### config.mk
export PLATFORM = sky130hd
export DESIGN_NAME = core_frontend
export DESIGN_NICKNAME = d
export VERILOG_FILES = /design/src/verilog/frontend_pkg.sv /design/src/verilog/fetch_unit.sv /design/src/verilog/fetch_pair_reg.sv /design/src/verilog/pair_decode.sv /design/src/verilog/core_frontend.sv
export VERILOG_INCLUDE_DIRS = /design/src /design/src/verilog
export SDC_FILE = /design/constraint.sdc
export NUM_CORES = 1
export LEC_CHECK = 0
export BUFFER_PORTS_ARGS = -buffer_cell sky130_fd_sc_hd__buf_2
export CAP_MARGIN = 20
export CORE_MARGIN = 1
export CORE_UTILIZATION = 55
export CTS_CLUSTER_DIAMETER = 50
export DETAILED_ROUTE_END_ITERATION = 16
export PLACE_DENSITY = 0.83
export SLEW_MARGIN = 20
export SYNTH_ARGS = -nofsm -noshare
export SYNTH_HDL_FRONTEND = slang
export SYNTH_SLANG_ARGS = --single-unit
### constraint.sdc
create_clock -name clk -period 10.7 [get_ports clk]
set_clock_uncertainty 0.15 [all_clocks]
set_input_delay 1.07 -clock clk [delete_from_list [all_inputs] [get_ports clk]]
set_output_delay 1.07 -clock clk [all_outputs]
set_load 0.02 [all_outputs]
### src/verilog/frontend_defs.svh
`ifndef FRONTEND_DEFS_SVH
`define FRONTEND_DEFS_SVH

// first fetch address after reset
`define RESET_PC 32'hbfc0_0000

// instruction bus returns one doubleword per request
`define FETCH_WIDTH 64

// primary opcodes the decoder knows
`define OP_SPECIAL 6'h00
`define OP_J       6'h02
`define OP_JAL     6'h03
`define OP_BEQ     6'h04
`define OP_BNE     6'h05
`define OP_ADDIU   6'h09
`define OP_LW      6'h23
`define OP_SW      6'h2b

// funct field under OP_SPECIAL
`define FN_JR      6'h08

`endif

### src/verilog/frontend_pkg.sv
`include "frontend_defs.svh"

package frontend_pkg;

    // valid is a level held until addr_ok
    typedef struct packed {
        logic        valid;
        logic [31:0] addr;
    } ibus_req_t;

    // data shows up one cycle after acceptance
    // lower word belongs to the lower address
    typedef struct packed {
        logic                    addr_ok;
        logic [`FETCH_WIDTH-1:0] data;
    } ibus_resp_t;

    // one fetched instruction slot
    typedef struct packed {
        logic        valid;
        logic [31:0] pc;
        logic [31:0] raw;
        logic        adr_err;
    } fetch_slot_t;

    // register format view
    typedef struct packed {
        logic [5:0] op;
        logic [4:0] rs;
        logic [4:0] rt;
        logic [4:0] rd;
        logic [4:0] shamt;
        logic [5:0] funct;
    } instr_r_t;

    // immediate format view
    typedef struct packed {
        logic [5:0]  op;
        logic [4:0]  rs;
        logic [4:0]  rt;
        logic [15:0] imm16;
    } instr_i_t;

    // one word decoded two ways
    typedef union packed {
        instr_r_t r;
        instr_i_t i;
    } instr_u;

    typedef enum logic [2:0] {
        cls_alu_r,
        cls_alu_i,
        cls_load,
        cls_store,
        cls_branch,
        cls_jump,
        cls_unknown
    } instr_class_e;

    typedef struct packed {
        logic         valid;
        logic [31:0]  pc;
        instr_class_e cls;
        logic [4:0]   rs;
        logic [4:0]   rt;
        logic [4:0]   rdst;
        logic [31:0]  imm;
        logic         regwrite;
        logic         memtoreg;
        logic         is_ctrl;
        logic         adr_err;
    } decoded_t;

endpackage

### src/verilog/fetch_unit.sv
`timescale 1ns/10ps
`include "frontend_defs.svh"

module fetch_unit (
    input  logic                      clk,
    input  logic                      reset,
    output frontend_pkg::ibus_req_t   ireq,
    input  frontend_pkg::ibus_resp_t  iresp,
    input  logic                      stall,
    input  logic                      redirect_valid,
    input  logic [31:0]               redirect_pc,
    input  logic                      refetch,
    input  logic [31:0]               refetch_pc,
    output frontend_pkg::fetch_slot_t pair_f [2]
);
    logic [31:0]             pc;
    logic [31:0]             pc_seq;
    logic [31:0]             pc_target;
    logic                    misaligned;
    logic                    accept;
    logic                    can_move;
    logic                    refetch_go;
    logic                    pending;
    logic                    err_sent;
    logic                    redir_saved;
    logic [31:0]             redir_save_pc;
    logic                    f2_valid;
    logic [31:0]             f2_pc;
    logic                    f2_adr_err;
    logic                    slot_valid;
    logic                    raw_saved;
    logic [`FETCH_WIDTH-1:0] raw_save;
    logic [`FETCH_WIDTH-1:0] raw_data;

    // no bus request for a misaligned pc
    assign misaligned = pc[1:0] != 2'b00;
    assign ireq.valid = ~misaligned;
    assign ireq.addr  = pc;

    assign accept     = ireq.valid & iresp.addr_ok;
    assign can_move   = ~stall & (accept | misaligned);
    // refetch only counts once the buffer actually drops its pair
    assign refetch_go = refetch & ~stall;
    assign pending    = redirect_valid | refetch_go | redir_saved;

    assign pc_seq = pc[2] ? pc + 32'd4 : pc + 32'd8;

    always_comb begin
        if (redirect_valid) begin
            pc_target = redirect_pc;
        end else if (refetch_go) begin
            pc_target = refetch_pc;
        end else begin
            pc_target = redir_save_pc;
        end
    end

    always_ff @(posedge clk) begin
        if (reset) begin
            pc <= `RESET_PC;
        end else if (can_move) begin
            if (pending) begin
                pc <= pc_target;
            end else if (!misaligned) begin
                pc <= pc_seq;
            end
        end
    end

    // a misaligned pc yields one error slot and then waits for a redirect
    always_ff @(posedge clk) begin
        if (reset) begin
            err_sent <= 1'b0;
        end else if (can_move) begin
            err_sent <= ~pending & misaligned;
        end
    end

    // target held while the bus has not taken the current request
    always_ff @(posedge clk) begin
        if (reset || can_move) begin
            redir_saved <= 1'b0;
        end else if (redirect_valid || refetch_go) begin
            redir_saved <= 1'b1;
        end
    end

    always_ff @(posedge clk) begin
        if (!can_move && (redirect_valid || refetch_go)) begin
            redir_save_pc <= pc_target;
        end
    end

    // anything issued toward a pending target is wrong path
    always_ff @(posedge clk) begin
        if (reset || redirect_valid) begin
            f2_valid <= 1'b0;
        end else if (!stall) begin
            f2_valid <= can_move & ~pending & ~(misaligned & err_sent);
        end
    end

    always_ff @(posedge clk) begin
        if (!stall) begin
            f2_pc <= pc;
        end
    end

    // keep the doubleword that lands in the first stall cycle until release
    always_ff @(posedge clk) begin
        if (reset) begin
            raw_saved <= 1'b0;
        end else begin
            raw_saved <= stall;
        end
    end

    always_ff @(posedge clk) begin
        if (stall && !raw_saved) begin
            raw_save <= iresp.data;
        end
    end

    assign raw_data   = raw_saved ? raw_save : iresp.data;
    assign f2_adr_err = f2_pc[1:0] != 2'b00;
    assign slot_valid = f2_valid & ~redirect_valid;

    always_comb begin
        pair_f[0].valid   = slot_valid;
        pair_f[0].pc      = f2_pc;
        pair_f[0].raw     = f2_pc[2] ? raw_data[63:32] : raw_data[31:0];
        pair_f[0].adr_err = f2_adr_err;
        if (f2_adr_err) begin
            pair_f[0].raw = '0;
        end
        // younger slot only exists for a doubleword-aligned pc
        pair_f[1].valid   = slot_valid & ~f2_pc[2] & ~f2_adr_err;
        pair_f[1].pc      = f2_pc + 32'd4;
        pair_f[1].raw     = raw_data[63:32];
        pair_f[1].adr_err = 1'b0;
    end

endmodule

### src/verilog/fetch_pair_reg.sv
`timescale 1ns/10ps

module fetch_pair_reg (
    input  logic                      clk,
    input  logic                      reset,
    input  logic                      en,
    input  logic                      flush,
    input  frontend_pkg::fetch_slot_t in_pair  [2],
    output frontend_pkg::fetch_slot_t out_pair [2]
);
    logic [1:0]                vld_q;
    frontend_pkg::fetch_slot_t slot_q [2];

    // valid bits see reset and flush
    always_ff @(posedge clk) begin
        if (reset || flush) begin
            vld_q <= 2'b00;
        end else if (en) begin
            vld_q <= {in_pair[1].valid, in_pair[0].valid};
        end
    end

    // slot contents just follow the enable
    always_ff @(posedge clk) begin
        if (en) begin
            slot_q[0] <= in_pair[0];
            slot_q[1] <= in_pair[1];
        end
    end

    always_comb begin
        out_pair[0]       = slot_q[0];
        out_pair[0].valid = vld_q[0];
        out_pair[1]       = slot_q[1];
        out_pair[1].valid = vld_q[1];
    end

endmodule

### src/verilog/pair_decode.sv
`timescale 1ns/10ps
`include "frontend_defs.svh"

module pair_decode (
    input  frontend_pkg::fetch_slot_t pair_d [2],
    output frontend_pkg::decoded_t    dec    [2],
    output logic                      refetch,
    output logic [31:0]               refetch_pc
);
    frontend_pkg::decoded_t dec_raw [2];

    function automatic frontend_pkg::decoded_t decode_slot(
        input frontend_pkg::fetch_slot_t s
    );
        frontend_pkg::decoded_t d;
        frontend_pkg::instr_u   w;
        w = s.raw;
        d = '0;
        d.valid = s.valid;
        d.pc    = s.pc;
        // rs and rt sit in the same place in both formats
        d.rs    = w.i.rs;
        d.rt    = w.i.rt;
        d.imm   = {{16{w.i.imm16[15]}}, w.i.imm16};
        d.cls   = frontend_pkg::cls_unknown;
        case (w.r.op)
            `OP_SPECIAL: begin
                if (w.r.funct == `FN_JR) begin
                    d.cls     = frontend_pkg::cls_jump;
                    d.is_ctrl = 1'b1;
                end else begin
                    d.cls      = frontend_pkg::cls_alu_r;
                    d.rdst     = w.r.rd;
                    d.regwrite = 1'b1;
                end
            end
            `OP_J: begin
                d.cls     = frontend_pkg::cls_jump;
                d.is_ctrl = 1'b1;
            end
            `OP_JAL: begin
                // link register
                d.cls      = frontend_pkg::cls_jump;
                d.rdst     = 5'd31;
                d.regwrite = 1'b1;
                d.is_ctrl  = 1'b1;
            end
            `OP_BEQ, `OP_BNE: begin
                d.cls     = frontend_pkg::cls_branch;
                d.is_ctrl = 1'b1;
            end
            `OP_ADDIU: begin
                d.cls      = frontend_pkg::cls_alu_i;
                d.rdst     = w.i.rt;
                d.regwrite = 1'b1;
            end
            `OP_LW: begin
                d.cls      = frontend_pkg::cls_load;
                d.rdst     = w.i.rt;
                d.regwrite = 1'b1;
                d.memtoreg = 1'b1;
            end
            `OP_SW: begin
                d.cls = frontend_pkg::cls_store;
            end
            default: begin
                d.cls = frontend_pkg::cls_unknown;
            end
        endcase
        // fetch address error overrides whatever the word said
        if (s.adr_err) begin
            d       = '0;
            d.valid = s.valid;
            d.pc    = s.pc;
            d.cls   = frontend_pkg::cls_unknown;
            d.adr_err = 1'b1;
        end
        return d;
    endfunction

    assign dec_raw[0] = decode_slot(pair_d[0]);
    assign dec_raw[1] = decode_slot(pair_d[1]);

    // control transfer in the younger slot has its delay slot outside the pair
    assign refetch    = dec_raw[1].valid & dec_raw[1].is_ctrl;
    assign refetch_pc = pair_d[1].pc;

    always_comb begin
        dec[0]       = dec_raw[0];
        dec[1]       = dec_raw[1];
        dec[1].valid = dec_raw[1].valid & ~refetch;
    end

endmodule

### src/verilog/core_frontend.sv
`timescale 1ns/10ps

module core_frontend (
    input  logic                     clk,
    input  logic                     reset,
    output frontend_pkg::ibus_req_t  ireq,
    input  frontend_pkg::ibus_resp_t iresp,
    input  logic                     stall,
    input  logic                     redirect_valid,
    input  logic [31:0]              redirect_pc,
    output frontend_pkg::decoded_t   dec [2]
);
    frontend_pkg::fetch_slot_t pair_f [2];
    frontend_pkg::fetch_slot_t pair_d [2];
    logic                      refetch;
    logic [31:0]               refetch_pc;
    logic                      buf_flush;
    logic                      buf_en;

    // refetch drops the pair only once the back end has taken slot 0
    assign buf_flush = redirect_valid | (refetch & ~stall);
    assign buf_en    = ~stall;

    fetch_unit i_fetch_unit (
        .clk,
        .reset,
        .ireq,
        .iresp,
        .stall,
        .redirect_valid,
        .redirect_pc,
        .refetch,
        .refetch_pc,
        .pair_f
    );

    fetch_pair_reg i_fetch_pair_reg (
        .clk,
        .reset,
        .en       (buf_en),
        .flush    (buf_flush),
        .in_pair  (pair_f),
        .out_pair (pair_d)
    );

    pair_decode i_pair_decode (
        .pair_d,
        .dec,
        .refetch,
        .refetch_pc
    );

endmodule

==> results.md <==
* Outcome: completed
* WHS Endpoint: i_fetch_pair_reg.slot_q[0][100]
* Clk_lat worst skew at 0.51 ns
* RSZ-0062 raised after global routing: no
* Post-route cell area at 16430 um^2
* Seq pwr share at 48.0%
* R2R setup slack at 7.51 ns
* Main synth FF type: edfxtp_1
* IO Pins at 308
* Async set-or-reset flop fraction in the synthesized netlist at 0%
* Psw at 720.7 uW
* Largest net degree at the start of global routing at 98
* Max Cap Viol at 0
* Die H at 164.0 um
* Initial antenna violation count at 5
* Cell Rows at 58
* Grt total ovfl at 0
* Clock network power share at 41.3%
* Fraction of layout cells with a size suffix above 1 at 30.84%
* Netlist cell types at 79
* Placed instance area at 15220 um^2
* Mean Syn Cell Area at 11.96 um^2
* Synth top area share at 53.04%
* Int Power at 2188 uW
* Die ar. at 26900 um^2
* Number of flops mapped to enable cells by yosys at 255
* CTS tree: yes
* Hold_sp: i_fetch_unit.f2_pc[1]
* Vias at 10378
* Placer Congestion at 0.9463
* Top-count cell post-synth: edfxtp_1
* Root buf cell: clkbuf_16
* # hold bufs at CTS at 0
* Met3 Resource Use GR at 7.146%
* Top post-synthesis cells by area: edfxtp_1, buf_4, dfxtp_1, mux2i_1, mux2_2
* Max Buffers Root-to-Sink at 3
* WP data arrival at 2.63 ns
* Yosys top cell by area: edfxtp_1
* Min-Delay Path Depth at 0
* CTS HTree Levels at 2
* Worst path required time at 9.48 ns
* Number of clock buffers inserted by TritonCTS at 34
* Combinational fraction of design power at 10.7%
* Worst hold slack at 0.2931 ns
* Endpoint class of the critical path: primary output
* Final worst-path cycle share at 35.96%
* Setup repair bufs after CTS at 0
* Number of gates resized after cts at 0
* Die X-Extent at 164.0 um
* Global routing met1 resource utilization at 34.72%
* Sequential share of the synthesized area at 58.31%
* Pwr Density at 177.0 nW/um^2
* Initial Util at 56.68%
* Most frequent cells after synthesis: edfxtp_1, buf_4, nor2_1, nand2_1, mux2i_1
* GRT busiest layer: met2
* Worst Reg-to-Reg Cells at 7
* Reg2reg end: i_fetch_unit.pc[21]
* Tot GR Track Use at 26.21%
* Startpoint types: register
* Hold Violations, Final at 0
* Clock sinks at 293
* Highest clock rate at 259.9 MHz
* Worst vdd ir at 143.0 uV
* Least-Margin Pin Slew at 1.046 ns
* Final core utilization at 64.51%
* Iter 0 DRT Violations at 1194
* Flops & latches, synth at 293
* Setup Crit Path Kind: register to primary output
* Worst-path clk slew at 0.06 ns
* Final Setup Violations at 0
* Met2 GRT Util at 41.81%
* First-pass GRT wire length at 54200 um
* Final setup TNS at 0 ns
* Final wirelength at 35980 um
* PortBufs at 306
* Sw Share at 24.78%
* Synthesized area at 14440 um^2
* Mapped Nets at 1310
* Area delta synth->final at 13.82%
* Slew Limit Headroom at 30.24%
* Yosys warns at 0
* Final nets at 1470
* P_leak at 0.006395 uW
* Core area at 25470 um^2
* HPWL after detailed placement at 24640 um
* Final ANT Viol Nets at 0
* Hold WC Path Type: register to register
* Worst r2r src: i_fetch_pair_reg.slot_q[0][94]
* Max Slew Vio Count at 0
* Vias in the first global route at 9833
* Tmin final at 3.848 ns
* WL per Instance at 20.86 um
* Vias per inst at 6.016
* Crit path max fanout at 6
* 1st-pass router iterations at 5
* Synthesized instance count at 1207
* DRC Markers at 0
==> stage by stage <==
stage	setup slack (ns)	std cells	power [uW]
5_1_grt	6.717	1723	2998
4_1_cts	6.840	1719	2918
2_1_floorplan	2.148	1207	1640
3_5_place_dp	6.933	1659	1724
6_report	6.852	1725	2909
3_3_place_gp	7.103	1659	1714
==> cells by family (layout without fill, tap and decap cells) <==
| group | Yosys count | in the layout | share of synthesized area, % |
|---|---|---|---|
| other cells | 1 | 5 | 0.02598 |
| flops | 293 | 293 | 58.31 |
| buf+inv | 202 | 386 | 8.962 |
| compound gates | 214 | 214 | 10.47 |
| fa+ha+maj | 2 | 2 | 0.1733 |
| xor+xnor | 39 | 39 | 2.366 |
| mux | 91 | 91 | 6.596 |
| simple gates | 365 | 365 | 13.10 |
==> worst max-delay path: stages, from the launching register on <==
cell	delay [ns]
edfxtp_1	0.47
nor2b_1	0.19
xnor2_1	0.14
a211oi_1	0.24
a21oi_1	0.07
or3_1	0.36
nor4_1	0.39
buf_2	0.26
==> sequential cells by signal, summed over array words and instances (netlist names) <==
name and cells:
i_fetch_pair_reg.slot_q 127, i_fetch_pair_reg.vld_q 2, i_fetch_unit.err_sent 1, i_fetch_unit.f2_pc 32, i_fetch_unit.f2_valid 1, i_fetch_unit.pc 32, i_fetch_unit.raw_save 64, i_fetch_unit.raw_saved 1
i_fetch_unit.redir_save_pc 32, i_fetch_unit.redir_saved 1
==> area by class of cell <==
type	instances	area [um^2]
sequential	293	8422
antenna	4	10.01
tap	330	412.9
clock buffer	42	902.1
timing repair buffer	318	1654
fill	1893	9040
multi-input combinational	712	4748
clock inverter	18	247.7
inverter	8	35.03
==> cell usage in the layout (no fill, tap or decap), drive strengths merged, types with 6 or more instances in the layout <==
| cell | n |
|---|---|
| mux2i | 58 |
| a221o | 11 |
| nor4 | 16 |
| nor2 | 91 |
| edfxtp | 255 |
| dfxtp | 38 |
| nand2 | 86 |
| and3 | 15 |
| a211oi | 39 |
| o31a | 6 |
| xor2 | 13 |
| clkinv | 9 |
| or3 | 9 |
| mux2 | 33 |
| buf | 318 |
| inv | 9 |
| o31ai | 6 |
| nor2b | 32 |
| o21ai | 41 |
| a21oi | 40 |
| nand2b | 7 |
| and4 | 11 |
| nand4 | 15 |
| nor3 | 34 |
| xnor2 | 26 |
| clkbuf | 42 |
| nand3 | 36 |
| a31oi | 8 |
| bufinv | 6 |
==> routing by layer <==
metal / share of wire, % / vias to the layer above / routed length, um
met2: 48 / 559 / 17170
li1: - / 4731 / -
met4: 2.5 / 2 / 885
met1: 40 / 5018 / 14220
met5: 0.028 / - / 10
met3: 10 / 68 / 3687
==> power by group through the flow <==
stage / combinational (uW) / clock, uW / sequential (uW)
floorplan: 238 / 0 / 1400
global placement: 299 / 0 / 1410
detailed placement: 306 / 0 / 1420
CTS: 308 / 1220 / 1400
global route: 335 / 1260 / 1400
finish: 311 / 1200 / 1400
==> how the worst max path moves through the flow <==
stage,cells after the start,endpoint,startpoint
2_1_floorplan,3,i_fetch_unit.raw_save[0],stall
3_3_place_gp,8,i_fetch_unit.pc[21],redirect_valid
3_5_place_dp,8,i_fetch_unit.pc[21],redirect_valid
4_1_cts,7,dec[138],i_fetch_pair_reg.slot_q[0][30]
5_1_grt,7,dec[138],i_fetch_pair_reg.slot_q[0][30]
6_report,7,dec[138],i_fetch_pair_reg.slot_q[0][30]
Power figures use the tool's default switching activity.
